===== config.mk =====
export PLATFORM = sky130hd
export DESIGN_NAME = lstm_state_stage_flat
export DESIGN_NICKNAME = d
export VERILOG_FILES = /design/src/hw/lstm_pkg.sv /design/src/hw/lstm_stage_if.sv /design/src/hw/lstm_state_stage.sv /design/src/flat_wrapper.sv
export SDC_FILE = /design/constraint.sdc
export NUM_CORES = 2
export LEC_CHECK = 0
export BUFFER_PORTS_ARGS = -buffer_cell sky130_fd_sc_hd__clkbuf_2
export CAP_MARGIN = 20
export CORE_AREA = 2 2 307 309
export DETAILED_ROUTE_END_ITERATION = 8
export DIE_AREA = 0 0 309 311
export SLEW_MARGIN = 20
export SYNTH_ARGS = -nofsm -noshare
export SYNTH_HDL_FRONTEND = slang
export SYNTH_SLANG_ARGS = --single-unit

===== constraint.sdc =====
create_clock -name CLK -period 3.3 [get_ports CLK]
set_clock_uncertainty 0.1 [all_clocks]
set_input_delay 0.33 -clock CLK [delete_from_list [all_inputs] [get_ports CLK]]
set_output_delay 0.33 -clock CLK [all_outputs]
set_load 0.005 [all_outputs]

===== src/hw/lstm_pkg.sv =====
package lstm_pkg;

  ////////////////////
  // Number format
  ////////////////////

  // Signed Q8.8, one word per value
  localparam int DATA_W = 16;
  localparam int FRAC_W = 8;

  localparam int FX_ONE  = 256;
  localparam int FX_HALF = 128;
  localparam int FX_MAX  = 32767;
  localparam int FX_MIN  = -32768;

  // Gate codes on the configuration port
  localparam int GATE_SEL_W = 2;

  localparam logic [GATE_SEL_W-1:0] GATE_A = 2'd0;
  localparam logic [GATE_SEL_W-1:0] GATE_I = 2'd1;
  localparam logic [GATE_SEL_W-1:0] GATE_F = 2'd2;
  localparam logic [GATE_SEL_W-1:0] GATE_O = 2'd3;

  ////////////////////
  // Arithmetic
  ////////////////////

  // Clamp a wide intermediate into one word
  function automatic logic signed [DATA_W-1:0] fx_sat(
    input logic signed [2*DATA_W-1:0] v
  );
    if (v > FX_MAX) begin
      return DATA_W'(FX_MAX);
    end
    if (v < FX_MIN) begin
      return DATA_W'(FX_MIN);
    end
    return v[DATA_W-1:0];
  endfunction

  // Full product, rescaled back to Q8.8
  function automatic logic signed [DATA_W-1:0] fx_mul(
    input logic signed [DATA_W-1:0] a,
    input logic signed [DATA_W-1:0] b
  );
    logic signed [2*DATA_W-1:0] p;
    p = a * b;
    return fx_sat(p >>> FRAC_W);
  endfunction

  function automatic logic signed [DATA_W-1:0] fx_add(
    input logic signed [DATA_W-1:0] a,
    input logic signed [DATA_W-1:0] b
  );
    logic signed [DATA_W:0] s;
    s = a + b;
    return fx_sat(s);
  endfunction

  ////////////////////
  // Activations
  ////////////////////

  // Hard sigmoid, x/4 + 0.5 limited to 0..1
  function automatic logic signed [DATA_W-1:0] fx_hard_sigmoid(
    input logic signed [DATA_W-1:0] x
  );
    logic signed [2*DATA_W-1:0] v;
    v = (x >>> 2) + FX_HALF;
    if (v < 0) begin
      return '0;
    end
    if (v > FX_ONE) begin
      return DATA_W'(FX_ONE);
    end
    return v[DATA_W-1:0];
  endfunction

  // Hard tanh, x limited to -1..1
  function automatic logic signed [DATA_W-1:0] fx_hard_tanh(
    input logic signed [DATA_W-1:0] x
  );
    if (x > FX_ONE) begin
      return DATA_W'(FX_ONE);
    end
    if (x < -FX_ONE) begin
      return DATA_W'(-FX_ONE);
    end
    return x;
  endfunction

endpackage

===== src/hw/lstm_stage_if.sv =====
`timescale 1ns/1ps

interface lstm_stage_if
  import lstm_pkg::*;
();

  // Handshake
  logic valid;
  logic ready;

  // Gate words and cell state
  logic signed [DATA_W-1:0] gate_a;
  logic signed [DATA_W-1:0] gate_i;
  logic signed [DATA_W-1:0] gate_f;
  logic signed [DATA_W-1:0] gate_o;
  logic signed [DATA_W-1:0] cell_s;

  modport src (
    output valid, gate_a, gate_i, gate_f, gate_o, cell_s,
    input  ready
  );

  modport dst (
    input  valid, gate_a, gate_i, gate_f, gate_o, cell_s,
    output ready
  );

endinterface


===== src/hw/lstm_state_stage.sv =====
`timescale 1ns/1ps

module lstm_state_stage
  import lstm_pkg::*;
(
  input  logic      CLK,
  input  logic      RST,

  lstm_stage_if.dst s,
  lstm_stage_if.src m
);

  logic accept;
  logic signed [DATA_W-1:0] s_next;

  assign s.ready = !m.valid || m.ready;
  assign accept  = s.valid && s.ready;

  // New cell state, f*s_prev + i*a
  assign s_next = fx_add(fx_mul(s.gate_f, s.cell_s), fx_mul(s.gate_i, s.gate_a));

  always_ff @(posedge CLK or posedge RST) begin
    if (RST) begin
      m.valid <= 1'b0;
    end else if (s.ready) begin
      m.valid <= s.valid;
    end
  end

  ////////////////////
  // State register
  ////////////////////

  // Hidden stage reads only gate_o and cell_s
  always_ff @(posedge CLK) begin
    if (accept) begin
      m.gate_a <= s.gate_a;
      m.gate_i <= s.gate_i;
      m.gate_f <= s.gate_f;
      m.gate_o <= s.gate_o;
      m.cell_s <= s_next;
    end
  end

  // Gates coming out of the sigmoid stage stay in 0..1
  a_gate_range: assert property (
    @(posedge CLK) disable iff (RST)
    accept |-> s.gate_i >= 0 && s.gate_i <= FX_ONE
      && s.gate_f >= 0 && s.gate_f <= FX_ONE
  );

endmodule


===== src/flat_wrapper.sv =====
// flat-port wrapper written by rule: the top's interface ports become plain ports
module lstm_state_stage_flat import lstm_pkg::*;
  (CLK, RST, s_valid, s_gate_a, s_gate_i, s_gate_f, s_gate_o, s_cell_s, s_ready, m_valid, m_gate_a, m_gate_i, m_gate_f, m_gate_o, m_cell_s, m_ready);
  lstm_stage_if s_i ();
  lstm_stage_if m_i ();
  input  logic CLK;
  input  logic RST;
  input wire logic [$bits(s_i.valid)-1:0] s_valid;
  input wire logic [$bits(s_i.gate_a)-1:0] s_gate_a;
  input wire logic [$bits(s_i.gate_i)-1:0] s_gate_i;
  input wire logic [$bits(s_i.gate_f)-1:0] s_gate_f;
  input wire logic [$bits(s_i.gate_o)-1:0] s_gate_o;
  input wire logic [$bits(s_i.cell_s)-1:0] s_cell_s;
  output wire logic [$bits(s_i.ready)-1:0] s_ready;
  output wire logic [$bits(m_i.valid)-1:0] m_valid;
  output wire logic [$bits(m_i.gate_a)-1:0] m_gate_a;
  output wire logic [$bits(m_i.gate_i)-1:0] m_gate_i;
  output wire logic [$bits(m_i.gate_f)-1:0] m_gate_f;
  output wire logic [$bits(m_i.gate_o)-1:0] m_gate_o;
  output wire logic [$bits(m_i.cell_s)-1:0] m_cell_s;
  input wire logic [$bits(m_i.ready)-1:0] m_ready;
  assign s_i.valid = s_valid;
  assign s_i.gate_a = s_gate_a;
  assign s_i.gate_i = s_gate_i;
  assign s_i.gate_f = s_gate_f;
  assign s_i.gate_o = s_gate_o;
  assign s_i.cell_s = s_cell_s;
  assign s_ready = s_i.ready;
  assign m_valid = m_i.valid;
  assign m_gate_a = m_i.gate_a;
  assign m_gate_i = m_i.gate_i;
  assign m_gate_f = m_i.gate_f;
  assign m_gate_o = m_i.gate_o;
  assign m_cell_s = m_i.cell_s;
  assign m_i.ready = m_ready;
  lstm_state_stage u_core (.CLK(CLK), .RST(RST), .s(s_i), .m(m_i));
endmodule

==> results_dict.tcl <==
set metrics [dict create \
    status "finished with violations" \
    violations "negative setup slack" \
    max_stage_delay_ns 0.56 \
    synth_cell_types 66 \
    relSlewSlack_pct 52.7 \
    critPathRequiredTime_ns 3.35 \
    period_share_pct 252 \
    rows 112 \
    die_w_um 309 \
    ys_ff_latch 81 \
    worst_slack_ns -5.03 \
    rsz0062_at_grt "yes" \
    synth_top_cell_by_area "fa_1" \
    dpl_worst_slack_ns -5.80 \
    route.detailed.drc 0 \
    fin_nets 3774 \
    post_dp_cell_area_um2 28600 \
    synth.top_cell.area_share_pct 45.3 \
    grt_usage_pct 13.2 \
    dominantRegCellSynth "edfxtp_1" \
    drt-met1-wl_um 25900 \
    wl_met2_um 30800 \
    worstPathArrival_ns 8.38 \
    antenna_found_initial 1 \
    hold_viol 0 \
    synth_area_um2 23100 \
    wl_um 59900 \
    grt_overflow_total 0 \
    maxCapViolations 0 \
    finalSetupTns_ns -79.56 \
    period_minus_slack_ns 8.33 \
    clock-sinks 81 \
    cts_made_buffers 9 \
    core_area_um2 92800 \
    drt_iter0_drc 845 \
    critPathCaptureType "register" \
    yosys_warnings 0 \
    start_kind "input port" \
    hp-class "input port to register" \
    antenna_left 0 \
    dp.final_hpwl_um 52200 \
    path_delay_family "adder cells" \
    cts-root-buf "clkbuf_16" \
    gp_congestion 0.838 \
    dieHeight_um 311 \
    fin_area_um2 30700 \
    synth_area_leaders "fa_1, edfxtp_1, inv_1" \
    diodes 0 \
    syn_nets 3195 \
    seq_area_frac_synth_pct 10.5 \
    fmax_ghz 0.120 \
    die_area_um2 96100 \
    setup_viol_count_final 16 \
    syn_inst 2414 \
    synth-edff-count 80 \
    critPathMostFrequentCell "fa_1" \
    start_util_pct 24.9 \
    grt_pass1_wl_um 101000 \
    maxSlewViolCount 0 \
    path_clk_slew_ns 0.08 \
    syn2layout_area_growth_pct 32.8 \
    async_reset_ff_share_pct 1.23 \
    clock_path_buffers 2 \
    critical_path_class "input port to register" \
    detail_route.wl_per_cell_um 14.1 \
    insertion_delay_ns 0.39 \
    critPathBufInv 11 \
    vias_per_cell 4.18 \
    io_buffers 165 \
    vias 17800 \
    grt_pass1_vias 19700 \
    grt_max_degree 42 \
    cp_slowest_cell "fa_1" \
    synth.avg_cell_area_um2 9.57 \
    tightest_slew_ns 0.709 \
    htreeDepth 3 \
    top_layer "met4" \
    ios 166 \
    layout_common_cells "inv_1, fa_1, buf_4" \
    drive_gt1_share_pct 28.5 \
    wl_met3_um 1970 \
    path_max_fanout 6 \
    mostFrequentLayoutCell "inv_1" \
    cts_tree "yes" \
    first_pass_iters 6 \
]
## kinds of logic (layout without fill, tap and decap cells)
family          Yosys count  after routing  share of synthesized area (%)
fa+ha+maj               697            697                           54.8
flops                    81             81                           10.5
compound gates          239            239                           6.99
mux                       3              3                          0.135
xor+xnor                 65             65                           2.47
simple gates            646            646                           14.0
buf+inv                 683           1267                           11.1
## flip-flops by register name (all words and copies together), names as in the netlist
signal           cells
u_core.m.gate_i     16
u_core.m.gate_o     16
u_core.m.cell_s     16
u_core.m.gate_f     16
u_core.m.gate_a     16
u_core.m.valid       1
## cell usage after synthesis (2+ instances only)
library cell  count
o21bai_1          9
or2_2             4
and4_1            2
a21o_1           36
or3_1            11
xnor2_1          45
nand4_1          10
and2_1          239
xor2_1           20
a31o_2            2
nor2_1           52
o2111ai_1         2
o311ai_0          2
ha_1            174
a2111oi_0         2
a211o_1           4
mux2i_1           2
o21ai_1           9
and3_1            6
o22ai_1           2
fa_1            523
o31ai_1           6
nand2b_1         16
nand3b_1          3
a311oi_1          3
o21a_1           11
o211ai_1          7
a31oi_1           8
edfxtp_1         80
a21oi_1          55
nand3_1          11
a211oi_1          8
nor3_1            9
clkbuf_1         68
o21ai_0          52
nand2_1         270
nor2b_1          10
inv_1           612
a31o_1            2
## timing repair
item | in CTS | in global routing
hold buffers | 16 | 0
pin swaps | 96 | 90
endpoints found under the setup margin | 16 | 16
cloned | 2 | 1
resized for setup | 202 | 142
setup buffers | 24 | 24
hold endpoints to repair | 16 | 0
## final cells by class
class,count,area [µm²]
Fill cell,9579,62100
Multi-Input combinational cell,1650,19000
Timing Repair Buffer,639,5030
Sequential cell,81,2430
Inverter,612,2300
Tap cell,1254,1570
Clock buffer,9,225
Clock inverter,7,77.6
## worst register-to-register path: stages (launching register included)
cell	delay [ns]
dfrtp_1	0.37
nand2b_1	0.11
and2_4	0.60
buf_4	0.41
## per-stage QoR
stage               std cells  hold WS (ns)  utilization, %
finish                   4252        0.0310            33.0
CTS                      4230       0.00268            32.5
detailed placement       4174        0.0498            30.8
global route             4252        0.0221            33.0
global placement         4174        0.0462            30.8
floorplan                2414       -0.0413               -
## final timing paths
path | start | endpoint | slack, ns | depth (start not counted)
min in group asynchronous | RST | u_core.m.valid$_DFFE_PP0N_ | 0.19 | 3
max reg2reg | u_core.m.valid$_DFFE_PP0N_ | u_core.m.gate_a[15]$_DFFE_PP_ | 1.39 | 3
min reg2reg | u_core.m.valid$_DFFE_PP0N_ | u_core.m.valid$_DFFE_PP0N_ | 0.43 | 2
min | s_gate_o[2] | u_core.m.gate_o[2]$_DFFE_PP_ | 0.03 | 1
max in group asynchronous | RST | u_core.m.valid$_DFFE_PP0N_ | 2.82 | 3
max | s_gate_f[5] | u_core.m.cell_s[5]$_SDFFCE_PN1P_ | -5.03 | 38
## routing by layer
layer,up-vias,track usage [%]
li1,8408,-
met1,9019,17.1
met2,290,23.2
met3,62,1.67
met4,0,3.32
met5,-,0
Power is left out: the tool's default activity adds up to more than one toggle a clock period on the data nets, which glitch-free logic cannot reach.
