**src/hw/lstm_pkg.sv**
```systemverilog
package lstm_pkg;

  ////////////////////
  // Number format
  ////////////////////

  // Signed Q8.8, one word per value
  localparam int DATA_W = 16;
  localparam int FRAC_W = 8;

  localparam int FX_ONE  = 256;
  localparam int FX_HALF = 128;
  localparam int FX_MAX  = 32767;
  localparam int FX_MIN  = -32768;

  // Gate codes on the configuration port
  localparam int GATE_SEL_W = 2;

  localparam logic [GATE_SEL_W-1:0] GATE_A = 2'd0;
  localparam logic [GATE_SEL_W-1:0] GATE_I = 2'd1;
  localparam logic [GATE_SEL_W-1:0] GATE_F = 2'd2;
  localparam logic [GATE_SEL_W-1:0] GATE_O = 2'd3;

  ////////////////////
  // Arithmetic
  ////////////////////

  // Clamp a wide intermediate into one word
  function automatic logic signed [DATA_W-1:0] fx_sat(
    input logic signed [2*DATA_W-1:0] v
  );
    if (v > FX_MAX) begin
      return DATA_W'(FX_MAX);
    end
    if (v < FX_MIN) begin
      return DATA_W'(FX_MIN);
    end
    return v[DATA_W-1:0];
  endfunction

  // Full product, rescaled back to Q8.8
  function automatic logic signed [DATA_W-1:0] fx_mul(
    input logic signed [DATA_W-1:0] a,
    input logic signed [DATA_W-1:0] b
  );
    logic signed [2*DATA_W-1:0] p;
    p = a * b;
    return fx_sat(p >>> FRAC_W);
  endfunction

  function automatic logic signed [DATA_W-1:0] fx_add(
    input logic signed [DATA_W-1:0] a,
    input logic signed [DATA_W-1:0] b
  );
    logic signed [DATA_W:0] s;
    s = a + b;
    return fx_sat(s);
  endfunction

  ////////////////////
  // Activations
  ////////////////////

  // Hard sigmoid, x/4 + 0.5 limited to 0..1
  function automatic logic signed [DATA_W-1:0] fx_hard_sigmoid(
    input logic signed [DATA_W-1:0] x
  );
    logic signed [2*DATA_W-1:0] v;
    v = (x >>> 2) + FX_HALF;
    if (v < 0) begin
      return '0;
    end
    if (v > FX_ONE) begin
      return DATA_W'(FX_ONE);
    end
    return v[DATA_W-1:0];
  endfunction

  // Hard tanh, x limited to -1..1
  function automatic logic signed [DATA_W-1:0] fx_hard_tanh(
    input logic signed [DATA_W-1:0] x
  );
    if (x > FX_ONE) begin
      return DATA_W'(FX_ONE);
    end
    if (x < -FX_ONE) begin
      return DATA_W'(-FX_ONE);
    end
    return x;
  endfunction

endpackage
```
**src/hw/lstm_stage_if.sv**
```systemverilog
`timescale 1ns/1ps

interface lstm_stage_if
  import lstm_pkg::*;
();

  // Handshake
  logic valid;
  logic ready;

  // Gate words and cell state
  logic signed [DATA_W-1:0] gate_a;
  logic signed [DATA_W-1:0] gate_i;
  logic signed [DATA_W-1:0] gate_f;
  logic signed [DATA_W-1:0] gate_o;
  logic signed [DATA_W-1:0] cell_s;

  modport src (
    output valid, gate_a, gate_i, gate_f, gate_o, cell_s,
    input  ready
  );

  modport dst (
    input  valid, gate_a, gate_i, gate_f, gate_o, cell_s,
    output ready
  );

endinterface

```
**src/hw/lstm_activation_stage.sv**
```systemverilog
`timescale 1ns/1ps

module lstm_activation_stage
  import lstm_pkg::*;
(
  input  logic      CLK,
  input  logic      RST,

  lstm_stage_if.dst s,
  lstm_stage_if.src m
);

  logic accept;

  assign s.ready = !m.valid || m.ready;
  assign accept  = s.valid && s.ready;

  ////////////////////
  // Valid
  ////////////////////

  always_ff @(posedge CLK or posedge RST) begin
    if (RST) begin
      m.valid <= 1'b0;
    end else if (s.ready) begin
      m.valid <= s.valid;
    end
  end

  ////////////////////
  // Squashing
  ////////////////////

  // Candidate uses tanh and the three gates use sigmoid
  always_ff @(posedge CLK) begin
    if (accept) begin
      m.gate_a <= fx_hard_tanh(s.gate_a);
      m.gate_i <= fx_hard_sigmoid(s.gate_i);
      m.gate_f <= fx_hard_sigmoid(s.gate_f);
      m.gate_o <= fx_hard_sigmoid(s.gate_o);
      m.cell_s <= s.cell_s;
    end
  end

  // Gate stage keeps a refused item unchanged
  a_in_hold: assert property (
    @(posedge CLK) disable iff (RST)
    s.valid && !s.ready |=> s.valid && $stable(s.gate_a) && $stable(s.gate_i)
      && $stable(s.gate_f) && $stable(s.gate_o) && $stable(s.cell_s)
  );

endmodule

```
**src/flat_wrapper.sv**
```systemverilog
// flat-port wrapper written by rule: the top's interface ports become plain ports
module lstm_activation_stage_flat import lstm_pkg::*;
  (CLK, RST, s_valid, s_gate_a, s_gate_i, s_gate_f, s_gate_o, s_cell_s, s_ready, m_valid, m_gate_a, m_gate_i, m_gate_f, m_gate_o, m_cell_s, m_ready);
  lstm_stage_if s_i ();
  lstm_stage_if m_i ();
  input  logic CLK;
  input  logic RST;
  input wire logic [$bits(s_i.valid)-1:0] s_valid;
  input wire logic [$bits(s_i.gate_a)-1:0] s_gate_a;
  input wire logic [$bits(s_i.gate_i)-1:0] s_gate_i;
  input wire logic [$bits(s_i.gate_f)-1:0] s_gate_f;
  input wire logic [$bits(s_i.gate_o)-1:0] s_gate_o;
  input wire logic [$bits(s_i.cell_s)-1:0] s_cell_s;
  output wire logic [$bits(s_i.ready)-1:0] s_ready;
  output wire logic [$bits(m_i.valid)-1:0] m_valid;
  output wire logic [$bits(m_i.gate_a)-1:0] m_gate_a;
  output wire logic [$bits(m_i.gate_i)-1:0] m_gate_i;
  output wire logic [$bits(m_i.gate_f)-1:0] m_gate_f;
  output wire logic [$bits(m_i.gate_o)-1:0] m_gate_o;
  output wire logic [$bits(m_i.cell_s)-1:0] m_cell_s;
  input wire logic [$bits(m_i.ready)-1:0] m_ready;
  assign s_i.valid = s_valid;
  assign s_i.gate_a = s_gate_a;
  assign s_i.gate_i = s_gate_i;
  assign s_i.gate_f = s_gate_f;
  assign s_i.gate_o = s_gate_o;
  assign s_i.cell_s = s_cell_s;
  assign s_ready = s_i.ready;
  assign m_valid = m_i.valid;
  assign m_gate_a = m_i.gate_a;
  assign m_gate_i = m_i.gate_i;
  assign m_gate_f = m_i.gate_f;
  assign m_gate_o = m_i.gate_o;
  assign m_cell_s = m_i.cell_s;
  assign m_i.ready = m_ready;
  lstm_activation_stage u_core (.CLK(CLK), .RST(RST), .s(s_i), .m(m_i));
endmodule
```
**config.mk**
```make
export PLATFORM = sky130hd
export DESIGN_NAME = lstm_activation_stage_flat
export DESIGN_NICKNAME = d
export VERILOG_FILES = /design/src/hw/lstm_pkg.sv /design/src/hw/lstm_stage_if.sv /design/src/hw/lstm_activation_stage.sv /design/src/flat_wrapper.sv
export SDC_FILE = /design/constraint.sdc
export NUM_CORES = 1
export LEC_CHECK = 0
export ABC_AREA = 1
export BUFFER_PORTS_ARGS = -buffer_cell sky130_fd_sc_hd__buf_2
export CELL_PAD_IN_SITES_DETAIL_PLACEMENT = 1
export CELL_PAD_IN_SITES_GLOBAL_PLACEMENT = 1
export CORE_AREA = 8 8 110 112
export CTS_CLUSTER_DIAMETER = 200
export DETAILED_ROUTE_END_ITERATION = 10
export DIE_AREA = 0 0 118 120
export PLACE_DENSITY = 0.84
export SLEW_MARGIN = 20
export SYNTH_ARGS = -nofsm -noshare
export SYNTH_HDL_FRONTEND = slang
export SYNTH_SLANG_ARGS = --single-unit
export TNS_END_PERCENT = 1
```
**constraint.sdc**
```tcl
create_clock -name CLK -period 5.8 [get_ports CLK]
set_clock_uncertainty 0.1 [all_clocks]
set_input_delay 1.45 -clock CLK [delete_from_list [all_inputs] [get_ports CLK]]
set_output_delay 1.45 -clock CLK [all_outputs]
set_load 0.02 [all_outputs]
```
==> qor.yml <==
route:
  post-route-drc-count: 0
  wl_met2_um: 5247
  wl_met1_um: 3747
  route.met3.wl_um: 564
  maxUsedRoutingLayer: "met4"
  drt_iter0_markers: 113
  via_count: 2812
  finalWirelength_um: 9650
  wire_per_inst_um: 14.94
  via_per_inst: 4.353
  firstDrtPassIters: 4
  drtAntennaViolNets: 0
global_route:
  grt_pass1_wl_um: 15570
  grt_max_degree: 41
  groute.usage.overall_pct: 13.79
  grt_pass1_vias: 3056
  antenna_found_initial: 0
  grt_overflow_total: 0
worst_setup_path:
  crit_buf_inv: 3
  startpoint_type: "input port"
  crit_top_cell: "buf_2"
  crit_family: "buffers and inverters"
  cp.depth: 4
  r2r_end: "u_core.m.gate_o[8]"
  endpoint_kind: "primary output"
  critical_path_class: "input port to primary output"
  critical_path.max_fanout: 2
  startpoint: "m_ready"
  max_stage_delay_ns: 0.16
  worstPathRequired_ns: 4.25
  reg2regPathDepth: 3
  rrSetupSlack_ns: 3.90
  cp.arrival_ns: 1.89
  cp-endpoint: "s_ready"
  slowest_stage: "buf_2"
  path_cells: "buf_2, inv_1, nand2_1, buf_2"
  reg2reg_from: "u_core.m.valid"
timing:
  fin_crit_ns: 3.442
  fmax_mhz: 290.6
  relSlewSlack_pct: 62.59
  rsz0062_at_grt: "no"
  tightest_slew_ns: 0.5574
  finalSetupViolations: 0
  slew_violations: 0
  fin_setup_tns_ns: 0
  hold_viol: 0
  final.period_utilization_pct: 59.34
final_layout:
  area_growth_syn_to_layout_pct: 37.13
  n_antenna_cell: 0
  fillers: 1258
  fin_util_pct: 44.99
  layout_commonest_cell: "buf_2"
  nNetsFinal: 589
  drive_gt1_share_pct: 37.35
  final_cell_mix: "buf_2 (159), edfxtp_1 (77), inv_1 (57)"
  fin_area_um2: 4727
placed_design:
  placed_area_um2: 4486
  place.gp.congestion: 0.8275
  port_buffers: 159
  dp_hpwl_um: 7991
yosys:
  netlist_instances: 314
  synth-seq-area-share_pct: 67.80
  synthTopCellsByArea: "edfxtp_1 (67%), inv_1 (6.2%), nand2_1 (6.0%), nor2_1 (5.1%), a21oi_1 (1.7%)"
  synthMuxAreaShare_pct: 0
  synth-simple-area-share_pct: 18.66
  synthDominantCellAreaShare_pct: 67.08
  synth_compound_area_share_pct: 3.739
  yosys.area.top_type: "edfxtp_1"
  ys_ff_latch: 78
  syn_area_um2: 3447
  yosys.cell_types.count: 24
  syn_area_per_cell_um2: 10.98
  synth_top_family_by_area: "simple AND/OR/NAND/NOR gates"
  yosys.area_share.adder_pct: 1.452
  post_synth_xor_area_fraction_pct: 1.270
  synth_warnings: 0
power:
  power_mw: 1.278
  leakage_nw: 2.243
  ir_drop_mv: 0.09341
  power_density_nw_per_um2: 270.3
clock_tree:
  root_buffer: "clkbuf_8"
  cts_max_level: 3
  cts_buffers: 9
  cts_num_sinks: 78
  cts_buffer_depth: 2
  cts_resized: 0
  cts.clk_slew.worst_paths_ns: 0.07
  clock_insertion_delay_worst_skew_ns: 0.33
  cts_tree: "done"
  ctsHoldBuffers: 0
  cts_setup_buffers: 0
floorplanning:
  num_rows: 38
  io_pins: 166
  core-area_um2: 10510
  dieWidth_um: 118
  start_util_pct: 32.81
  die_area_um2: 14160
  die_y_um: 120
run_status:
  status: "finished, final reports clean"
flow_run:
  maxCapViolCount: 0
worst_hold_path:
  hp-class: "flip-flop to flip-flop"
Yosys cell counts:
cell type  instances
nor2_2             4
a31oi_1            1
buf_4              3
a21oi_1           12
nand2_2            2
nand2_1           55
xor2_1             5
nand4_4            2
nand3b_1           1
nor2_1            47
edfxtp_1          77
inv_2              1
a21oi_2            2
ha_1               4
o21ai_1            3
dfrtp_1            1
nand4_1            8
o21bai_1           3
nor3_1            10
inv_1             57
conb_1             1
nand3_1           12
nor4_1             2
o21a_1             1
layer usage:
layer | global-route usage (%) | vias to the layer above
met3 | 4.227 | 6
met4 | 5.685 | 0
li1 | - | 1398
met5 | 0 | -
met2 | 25.90 | 90
met1 | 13.94 | 1318
worst min-delay path by stage:
stage / startpoint / to / slack [ns] / cells past startpoint
6_report: u_core.m.valid / u_core.m.valid / 0.52 / 2
5_1_grt: u_core.m.valid / u_core.m.valid / 0.56 / 2
4_1_cts: u_core.m.valid / u_core.m.valid / 0.53 / 2
3_5_place_dp: u_core.m.valid / u_core.m.valid / 0.51 / 2
3_3_place_gp: u_core.m.valid / u_core.m.valid / 0.50 / 2
2_1_floorplan: u_core.m.valid / u_core.m.valid / 0.68 / 2
area by class of cell:
type | count | area, um^2 | area share [%]
tap | 140 | 175.2 | 3.706
sequential | 78 | 2337 | 49.44
timing repair buffer | 162 | 838.3 | 17.73
clock inverter | 6 | 86.33 | 1.826
inverter | 58 | 217.7 | 4.606
multi-input combinational | 192 | 944.7 | 19.98
clock buffer | 10 | 127.6 | 2.700
power breakdown:
group          internal (mW)  switching, mW  total (mW)  leakage, nW
Clock                  0.242          0.194       0.436        0.106
Combinational         0.0605          0.120       0.181         1.38
Sequential             0.653        0.00786       0.661        0.760
Total                  0.955          0.323        1.28         2.24
worst min-delay path, delay by kind of cell (launching register included):
family           cells  cell delay [ns]
and+or+nand+nor      2             0.15
DFF                  1             0.44
through the flow:
stage | hold WS, ns | setup slack (ns) | std cells
2_1_floorplan | 0.6842 | 1.519 | 331
4_1_cts | 0.5295 | 2.354 | 645
3_3_place_gp | 0.4968 | 2.376 | 629
5_1_grt | 0.5596 | 2.328 | 646
3_5_place_dp | 0.5118 | 2.337 | 629
6_report | 0.5157 | 2.358 | 646
kinds of logic after synthesis:
| group | count (synthesis) |
|---|---|
| compound gates | 22 |
| xor+xnor | 5 |
| fa+ha+maj | 4 |
| buf+inv | 61 |
| flops | 78 |
| other cells | 1 |
| simple gates | 143 |
sequential cells by signal (all words and copies together), names as in the netlist:
signal           flops
u_core.m.gate_f     15
u_core.m.valid       1
u_core.m.gate_i     15
u_core.m.gate_a     16
u_core.m.cell_s     16
u_core.m.gate_o     15
Note: power is estimated with default switching activity, not from simulation.
