**config.mk**
```make
export PLATFORM = sky130hd
export DESIGN_NAME = lstm_hidden_stage_flat
export DESIGN_NICKNAME = d
export VERILOG_FILES = /design/src/hw/lstm_pkg.sv /design/src/hw/lstm_stage_if.sv /design/src/hw/lstm_hidden_stage.sv /design/src/flat_wrapper.sv
export SDC_FILE = /design/constraint.sdc
export NUM_CORES = 1
export LEC_CHECK = 0
export ABC_CLOCK_PERIOD_IN_PS = 1800
export BUFFER_PORTS_ARGS = -buffer_cell sky130_fd_sc_hd__buf_2
export CAP_MARGIN = 10
export CORE_MARGIN = 3
export CORE_UTILIZATION = 55
export CTS_BUF_LIST = sky130_fd_sc_hd__clkbuf_4 sky130_fd_sc_hd__clkbuf_8
export CTS_CLUSTER_SIZE = 28
export DETAILED_ROUTE_END_ITERATION = 6
export PLACE_DENSITY_LB_ADDON = 0.15
export SYNTH_ARGS = -nofsm -noshare
export SYNTH_HDL_FRONTEND = slang
export SYNTH_SLANG_ARGS = --single-unit
```
**constraint.sdc**
```tcl
create_clock -name CLK -period 1.8 [get_ports CLK]
set_clock_uncertainty 0.1 [all_clocks]
set_input_delay 0.27 -clock CLK [delete_from_list [all_inputs] [get_ports CLK]]
set_output_delay 0.27 -clock CLK [all_outputs]
set_load 0.005 [all_outputs]
```
**src/hw/lstm_pkg.sv**
```systemverilog
package lstm_pkg;

  ////////////////////
  // Number format
  ////////////////////

  // Signed Q8.8, one word per value
  localparam int DATA_W = 16;
  localparam int FRAC_W = 8;

  localparam int FX_ONE  = 256;
  localparam int FX_HALF = 128;
  localparam int FX_MAX  = 32767;
  localparam int FX_MIN  = -32768;

  // Gate codes on the configuration port
  localparam int GATE_SEL_W = 2;

  localparam logic [GATE_SEL_W-1:0] GATE_A = 2'd0;
  localparam logic [GATE_SEL_W-1:0] GATE_I = 2'd1;
  localparam logic [GATE_SEL_W-1:0] GATE_F = 2'd2;
  localparam logic [GATE_SEL_W-1:0] GATE_O = 2'd3;

  ////////////////////
  // Arithmetic
  ////////////////////

  // Clamp a wide intermediate into one word
  function automatic logic signed [DATA_W-1:0] fx_sat(
    input logic signed [2*DATA_W-1:0] v
  );
    if (v > FX_MAX) begin
      return DATA_W'(FX_MAX);
    end
    if (v < FX_MIN) begin
      return DATA_W'(FX_MIN);
    end
    return v[DATA_W-1:0];
  endfunction

  // Full product, rescaled back to Q8.8
  function automatic logic signed [DATA_W-1:0] fx_mul(
    input logic signed [DATA_W-1:0] a,
    input logic signed [DATA_W-1:0] b
  );
    logic signed [2*DATA_W-1:0] p;
    p = a * b;
    return fx_sat(p >>> FRAC_W);
  endfunction

  function automatic logic signed [DATA_W-1:0] fx_add(
    input logic signed [DATA_W-1:0] a,
    input logic signed [DATA_W-1:0] b
  );
    logic signed [DATA_W:0] s;
    s = a + b;
    return fx_sat(s);
  endfunction

  ////////////////////
  // Activations
  ////////////////////

  // Hard sigmoid, x/4 + 0.5 limited to 0..1
  function automatic logic signed [DATA_W-1:0] fx_hard_sigmoid(
    input logic signed [DATA_W-1:0] x
  );
    logic signed [2*DATA_W-1:0] v;
    v = (x >>> 2) + FX_HALF;
    if (v < 0) begin
      return '0;
    end
    if (v > FX_ONE) begin
      return DATA_W'(FX_ONE);
    end
    return v[DATA_W-1:0];
  endfunction

  // Hard tanh, x limited to -1..1
  function automatic logic signed [DATA_W-1:0] fx_hard_tanh(
    input logic signed [DATA_W-1:0] x
  );
    if (x > FX_ONE) begin
      return DATA_W'(FX_ONE);
    end
    if (x < -FX_ONE) begin
      return DATA_W'(-FX_ONE);
    end
    return x;
  endfunction

endpackage
```
**src/hw/lstm_stage_if.sv**
```systemverilog
`timescale 1ns/1ps

interface lstm_stage_if
  import lstm_pkg::*;
();

  // Handshake
  logic valid;
  logic ready;

  // Gate words and cell state
  logic signed [DATA_W-1:0] gate_a;
  logic signed [DATA_W-1:0] gate_i;
  logic signed [DATA_W-1:0] gate_f;
  logic signed [DATA_W-1:0] gate_o;
  logic signed [DATA_W-1:0] cell_s;

  modport src (
    output valid, gate_a, gate_i, gate_f, gate_o, cell_s,
    input  ready
  );

  modport dst (
    input  valid, gate_a, gate_i, gate_f, gate_o, cell_s,
    output ready
  );

endinterface

```
**src/hw/lstm_hidden_stage.sv**
```systemverilog
`timescale 1ns/1ps

module lstm_hidden_stage
  import lstm_pkg::*;
(
  input  logic                     CLK,
  input  logic                     RST,

  lstm_stage_if.dst                s,

  // Result handshake to the consumer
  input  logic                     i_ready,
  output logic                     o_valid,
  output logic signed [DATA_W-1:0] o_h,
  output logic signed [DATA_W-1:0] o_s
);

  ////////////////////
  // Signals
  ////////////////////

  logic accept;
  logic signed [DATA_W-1:0] s_squash;
  logic signed [DATA_W-1:0] h_next;

  assign s.ready = !o_valid || i_ready;
  assign accept  = s.valid && s.ready;

  // h = o * tanh(s)
  assign s_squash = fx_hard_tanh(s.cell_s);
  assign h_next   = fx_mul(s.gate_o, s_squash);

  ////////////////////
  // Output register
  ////////////////////

  always_ff @(posedge CLK or posedge RST) begin
    if (RST) begin
      o_valid <= 1'b0;
    end else if (s.ready) begin
      o_valid <= s.valid;
    end
  end

  // Held while the consumer stalls
  always_ff @(posedge CLK) begin
    if (accept) begin
      o_h <= h_next;
      o_s <= s.cell_s;
    end
  end

  // State stage keeps a refused item unchanged
  a_in_hold: assert property (
    @(posedge CLK) disable iff (RST)
    s.valid && !s.ready |=> s.valid && $stable(s.gate_o) && $stable(s.cell_s)
  );

endmodule

```
**src/flat_wrapper.sv**
```systemverilog
// flat-port wrapper written by rule: the top's interface ports become plain ports
module lstm_hidden_stage_flat import lstm_pkg::*;
  (CLK, RST, i_ready, o_valid, o_h, o_s, s_valid, s_gate_a, s_gate_i, s_gate_f, s_gate_o, s_cell_s, s_ready);
  lstm_stage_if s_i ();
  input  logic CLK;
  input  logic RST;
  input  logic i_ready;
  output logic o_valid;
  output logic signed [DATA_W-1:0] o_h;
  output logic signed [DATA_W-1:0] o_s;
  input wire logic [$bits(s_i.valid)-1:0] s_valid;
  input wire logic [$bits(s_i.gate_a)-1:0] s_gate_a;
  input wire logic [$bits(s_i.gate_i)-1:0] s_gate_i;
  input wire logic [$bits(s_i.gate_f)-1:0] s_gate_f;
  input wire logic [$bits(s_i.gate_o)-1:0] s_gate_o;
  input wire logic [$bits(s_i.cell_s)-1:0] s_cell_s;
  output wire logic [$bits(s_i.ready)-1:0] s_ready;
  assign s_i.valid = s_valid;
  assign s_i.gate_a = s_gate_a;
  assign s_i.gate_i = s_gate_i;
  assign s_i.gate_f = s_gate_f;
  assign s_i.gate_o = s_gate_o;
  assign s_i.cell_s = s_cell_s;
  assign s_ready = s_i.ready;
  lstm_hidden_stage u_core (.CLK(CLK), .RST(RST), .s(s_i), .i_ready(i_ready), .o_valid(o_valid), .o_h(o_h), .o_s(o_s));
endmodule
```
==> metrics.md, run 1 <==
| Metric | Value |
|---|---|
| Outcome | `finished, violations left` |
| Failing checks | `setup timing` |
| Syn_area_per_cell | `9.20 um^2` |
| Nets@finish | `1944` |
| Post-route setup slack | `-5.91 ns` |
| Final setup fails | `16` |
| Multi-input logic area | `0.00975 mm^2` |
| Upper clock frequency limit | `130 MHz` |
| CP dominant cell by count | `fa_1` |
| Startpoint types | `input port` |
| Antenna violations before repair | `0` |
| Row count | `52` |
| First-pass GRT wire length | `52100 um` |
| Vias in the first global route | `10400` |
| Ant diodes | `0` |
| Number of port buffers | `69` |
| Async set-reset flop share out of synthesis | `0.0303` |
| CP endpoint kind | `flop` |
| Core Region | `0.0205 mm^2` |
| Crit-path max FO | `9` |
| Fill cells | `1562` |
| # IOs | `118` |
| First drt pass iteration count | `4` |
| Crit path time final | `7.71 ns` |
| DRC Markers | `0` |
| Fin. Hold Viols | `0` |
| Layout cells sized above 1 | `0.297` |
| Hpwl dp | `26000 um` |
| Crit-path max cell delay | `0.53 ns` |
| Vias | `9522` |
| Unique masters post-synth | `61` |
| Final period utilization | `4.29` |
| Grt ovf | `0` |
| Max Root-Sink Buffers | `2` |
| Slew Limit Fails | `0` |
| Area grow syn2layout | `28.2%` |
| CP delay by family, top | `adder cells` |
| Die H | `151 um` |
| Hold Crit Class | `in -> reg` |
| Mapped Area | `0.0116 mm^2` |
| Crit path buffers/inverters | `10` |
| TNS Setup | `-94.00 ns` |
| Sequential share of the synthesized area | `0.0851` |
| Post-route ant nets | `0` |
| Worst slew margin | `0.489` |
| Syn Nets | `1685` |
| Worst-Margin Slew | `0.766 ns` |
| Reg2Reg Setup Slack | `0.17 ns` |
| Slowest-stage cell, CP | `fa_1` |
| Data arrival time of the critical path | `7.65 ns` |
| CTS tree | `built` |
| RSZ-0062 raised after global routing | `yes` |
| Worst Path Required | `1.74 ns` |
| Clk_lat worst skew | `0.28 ns` |
| Clock-pin slew on the worst setup and hold paths | `0.06 ns` |
| Critical path type | `in -> reg` |
| EDFF count, synth | `32` |
| Ys Warns | `0` |
| Sinks on Clock Net | `33` |
| Register area | `986 um^2` |
| Total CTS buffers | `5` |
| Ys flop type | `edfxtp_1` |
| Initial Utilization | `0.565` |
| Syn Inst Count | `1260` |
| Largest net degree at the start of global routing | `33` |
| Die X | `151 um` |
| Root buf cell | `clkbuf_8` |
| CTS H-tree depth | `2` |
| All-Layer GR Usage | `0.293` |
| Full die area | `0.0228 mm^2` |
| Drt via density | `5.32` |
| 1st-iter DRT viols | `448` |
| Max-cap violations | `0` |
| Flops & latches, synth | `33` |
| Routed WL per cell | `17.6 um` |
| Total Wirelength | `31600 um` |
| GP Congestion | `0.920` |
-- worst reg2reg max path, cell delays in order (launching register included) --
cell and delay (ns):
dfrtp_1 0.37, nand2b_1 0.11, and2_2 0.67
-- repair_timing --
item	4_1_cts	5_1_grt
hold buffers	1	0
setup buffers	18	7
endpoints found under the setup margin	16	16
resized for setup	98	46
endpoints found under the hold margin	1	0
pin swaps	43	49
cloned	4	1
-- layout make-up --
type                    instances  share of cell area
well taps                     270              0.0227
flip-flops and latches         33              0.0664
inverters                     333              0.0841
repair buffers                305               0.164
clock buffers                   6             0.00514
multi-input cells             841               0.657
clock inverters                 2            0.000674
-- layout by cell type (no fill, tap or decap), types with 5 or more instances in the layout --
cell      count
nand2_1     117
nand4_1      12
fa_2         19
nand2_2       8
o21a_1        5
a21oi_2       7
ha_1         65
and2_4        5
clkbuf_8      5
nor2_1       36
o21ai_1      12
buf_2        62
and3_1       70
xnor2_1      22
and3_4        6
buf_6        17
ha_4         12
or3_1         6
a21oi_1      13
edfxtp_1     32
xor2_1        8
and2_1       49
a21o_1       14
o21ai_0       7
inv_2        21
buf_12       12
o21ai_2       6
fa_1        242
inv_1       312
nand3_1       9
buf_4       208
-- metal layers --
| metal | up-vias | share of wire | GRT usage |
|---|---|---|---|
| li1 | 4368 | - | - |
| met1 | 4843 | 0.40 | 0.379 |
| met4 | 0 | 0.033 | 0.0843 |
| met2 | 244 | 0.52 | 0.523 |
| met3 | 67 | 0.042 | 0.0308 |
| met5 | - | 0 | 0 |
-- state kept, by name, summed over array words and instances (netlist names) --
| register | count |
|---|---|
| u_core.o_h | 16 |
| u_core.o_s | 16 |
| u_core.o_valid | 1 |
-- cells by family (layout without fill, tap and decap cells) --
logic type	after synthesis	count (layout)	share of synthesized area
xor gates and xnor gates	32	32	0.0242
and+or+nand+nor	357	357	0.159
AOI/OAI and AO/OA	110	110	0.0671
muxes	1	1	0.000972
DFF	33	33	0.0851
buffers and inverters	386	646	0.126
adders and majority gates	341	341	0.537
-- cells in the mapped netlist, drive strengths merged, types with 4 or more instances --
library cell / number / area, um^2
inv: 333 / 1250
a211oi: 5 / 37.5
a21o: 14 / 105
ha: 80 / 1000
and2: 56 / 350
xor2: 8 / 70.1
o21ai: 25 / 133
fa: 261 / 5230
nor3: 7 / 40.0
and3: 76 / 475
o21a: 5 / 37.5
nor2: 38 / 143
nand2: 127 / 477
a31oi: 4 / 25.0
clkbuf: 50 / 188
edfxtp: 32 / 961
or3: 6 / 37.5
nand3: 11 / 55.1
xnor2: 24 / 210
nand2b: 6 / 37.5
or2: 5 / 31.3
nand4: 12 / 75.1
a21oi: 22 / 110
and4: 4 / 35.0
nor4: 6 / 56.3
-- metrics by stage --
step	worst slack (ns)	util	area, um^2	hold WS [ns]	std cells
2_1_floorplan	-5.99	-	11800	-0.101	1260
3_3_place_gp	-6.20	0.677	13900	0.00242	1753
3_5_place_dp	-6.30	0.677	13900	0.00394	1753
4_1_cts	-5.74	0.711	14600	0.0820	1782
5_1_grt	-6.19	0.725	14900	0.107	1790
6_report	-5.91	0.725	14900	0.0885	1790
-- path summary, 6_finish.rpt --
| kind | start | end | cells past startpoint |
|---|---|---|---|
| worst min register to register | u_core.o_valid$_DFFE_PP0N_ | u_core.o_valid$_DFFE_PP0N_ | 2 |
| min in group asynchronous | RST | u_core.o_valid$_DFFE_PP0N_ | 3 |
| worst min-delay path | s_valid | u_core.o_valid$_DFFE_PP0N_ | 2 |
| worst max register to register | u_core.o_valid$_DFFE_PP0N_ | u_core.o_s[8]$_DFFE_PP_ | 2 |
| max in group asynchronous | RST | u_core.o_valid$_DFFE_PP0N_ | 3 |
| worst max-delay path | s_cell_s[15] | u_core.o_h[2]$_SDFFCE_PN1P_ | 33 |
Power of run 1 is left out: the tool's default activity adds up to more than one toggle a clock period on the data nets, which glitch-free logic cannot reach.
==> run 2: changes to the inputs <==
- CORE_ASPECT_RATIO: not set -> 0.7
==> run 2 against run 1 <==
The flow still finishes with violations (setup timing). Setup slack got worse by 0.044 ns. Critical path depth increased by 1. Sequential share of layout area unchanged. Cell area unchanged. Global-route usage increased by 1.1 points. Critical path type unchanged. Critical endpoint is now u_core.o_h[13]$_SDFFCE_PN1P_.
==> metrics.md, run 2 (same netlist as run 1, synthesis figures left out) <==
| Metric | Value |
|---|---|
| Total Wirelength | `33500 um (was 31600 um)` |
| Fin. Hold Viols | `0 (unchanged)` |
| Crit path time final | `7.76 ns (was 7.71 ns)` |
| Worst Path Required | `1.75 ns (was 1.74 ns)` |
| Routed WL per cell | `18.6 um (was 17.6 um)` |
| Worst slew margin | `0.419 (was 0.489)` |
| Die X | `179 um (was 151 um)` |
| Core Region | `0.0202 mm^2 (was 0.0205 mm^2)` |
| Total CTS buffers | `5 (unchanged)` |
| Startpoint types | `input port (unchanged)` |
| First-pass GRT wire length | `55000 um (was 52100 um)` |
| CP Launch Point | `s_cell_s[15] (unchanged)` |
| Worst-Margin Slew | `0.872 ns (was 0.766 ns)` |
| All-Layer GR Usage | `0.304 (was 0.293)` |
| Worst slack at placement | `-6.34 ns (was -6.30 ns)` |
| CP delay by family, top | `adder cells (unchanged)` |
| Final period utilization | `4.31 (was 4.29)` |
| First drt pass iteration count | `7 (was 4)` |
| Most frequent cells in the layout | `315 x inv_1, 247 x fa_1, 226 x buf_4 (was 312 x inv_1, 242 x fa_1, 208 x buf_4)` |
| Top flop regs | `u_core.o_h: 16 flops, u_core.o_s: 16 flops, u_core.o_valid: 1 flops (unchanged)` |
| Grt ovf | `0 (unchanged)` |
| HP Start | `s_valid (unchanged)` |
| 1st-iter DRT viols | `734 (was 448)` |
| DRC Markers | `0 (unchanged)` |
| Slowest-stage cell, CP | `fa_1 (unchanged)` |
| Drt via density | `5.39 (was 5.32)` |
| Post-route setup slack | `-5.96 ns (was -5.91 ns)` |
| Reg2reg start | `u_core.o_valid$_DFFE_PP0N_ (unchanged)` |
| Final setup fails | `16 (unchanged)` |
| Critical path type | `in -> reg (unchanged)` |
| Leading cell type in the layout, fill and taps excluded | `inv_1 (unchanged)` |
| Hold Crit Class | `in -> reg (unchanged)` |
| CTS tree | `built (unchanged)` |
| Layout cells sized above 1 | `0.296 (was 0.297)` |
| Post-route ant nets | `0 (unchanged)` |
| Clk_lat worst skew | `0.30 ns (was 0.28 ns)` |
| Crit-path max cell delay | `0.55 ns (was 0.53 ns)` |
| Crit-path max FO | `8 (was 9)` |
| GP Congestion | `0.945 (was 0.920)` |
| Largest net degree at the start of global routing | `33 (unchanged)` |
| Data arrival time of the critical path | `7.71 ns (was 7.65 ns)` |
| Slew Limit Fails | `0 (unchanged)` |
| Max-cap violations | `0 (unchanged)` |
| Ant diodes | `0 (unchanged)` |
| Failing checks | `setup timing (unchanged)` |
| Number of port buffers | `69 (unchanged)` |
| Nets@finish | `1954 (was 1944)` |
| # IOs | `118 (unchanged)` |
| Vias in the first global route | `10400 (about the same)` |
| Sinks on Clock Net | `33 (unchanged)` |
| Outcome | `finished, violations left (unchanged)` |
| Initial Utilization | `0.573 (was 0.565)` |
| Clock-pin slew on the worst setup and hold paths | `0.08 ns (was 0.06 ns)` |
| Row count | `43 (was 52)` |
| Upper clock frequency limit | `129 MHz (was 130 MHz)` |
| Root buf cell | `clkbuf_8 (unchanged)` |
| RSZ-0062 raised after global routing | `yes (unchanged)` |
| CP endpoint kind | `flop (unchanged)` |
| Full die area | `0.0229 mm^2 (was 0.0228 mm^2)` |
| CTS H-tree depth | `2 (unchanged)` |
| CP dominant cell by count | `fa_1 (unchanged)` |
| Max Root-Sink Buffers | `2 (unchanged)` |
| Vias | `9702 (was 9522)` |
| Antenna violations before repair | `0 (unchanged)` |
| Hpwl dp | `27900 um (was 26000 um)` |
| Area grow syn2layout | `28.2% (unchanged)` |
| Die H | `127 um (was 151 um)` |
| Crit path buffers/inverters | `11 (was 10)` |
[run 2: per-layer routing]
layer | track usage | vias to the layer above | share of wire
met1 | 0.431 | 4879 | 0.43
met4 | 0.0623 | 0 | 0.023
met3 | 0.0595 | 73 | 0.080
met2 | 0.495 | 367 | 0.47
met5 | 0 | - | 0
li1 | - | 4383 | -
[run 2: final cells by class]
class,instances,area [um^2]
multi-input cells,841,9770
fillers,1538,5380
repair buffers,315,2420
inverters,333,1250
flip-flops and latches,33,986
well taps,270,338
clock buffers,6,76.3
clock inverters,2,10.0
[run 2: timing repair]
| action | in CTS | in global routing |
|---|---|---|
| hold buffers | 1 | 0 |
| setup endpoints to repair | 16 | 16 |
| gates resized for setup | 73 | 63 |
| buffers inserted | 10 | 9 |
| pin swaps | 26 | 37 |
| hold endpoints to repair | 1 | 0 |
| cloned | 3 | 2 |
[run 2: worst paths after layout]
path | end | slack [ns] | cells past startpoint
setup / recovery | u_core.o_h[13]$_SDFFCE_PN1P_ | -5.96 | 34
setup reg to reg | u_core.o_s[5]$_DFFE_PP_ | 0.03 | 2
max in group asynchronous | u_core.o_valid$_DFFE_PP0N_ | 1.24 | 3
hold / removal | u_core.o_valid$_DFFE_PP0N_ | 0.08 | 2
hold reg to reg | u_core.o_valid$_DFFE_PP0N_ | 0.49 | 2
min in group asynchronous | u_core.o_valid$_DFFE_PP0N_ | 0.27 | 3
[run 2: metrics by stage]
step | util | cell area (um^2) | cells | TNS, ns | hold slack [ns]
5_1_grt | 0.734 | 14900 | 1800 | -98.04 | 0.0680
3_5_place_dp | 0.690 | 14000 | 1767 | -100.42 | 0.00587
3_3_place_gp | 0.690 | 14000 | 1767 | -97.95 | 0.00218
2_1_floorplan | - | 11800 | 1260 | -94.64 | -0.101
4_1_cts | 0.715 | 14500 | 1789 | -92.42 | 0.0762
6_report | 0.734 | 14900 | 1800 | -94.56 | 0.0759
[run 2: worst register-to-register path, stage by stage (launching register included)]
cell      delay [ns]
dfrtp_1         0.39
nand2b_1        0.14
and2_2          0.75
Power of run 2 is left out for the same reason.
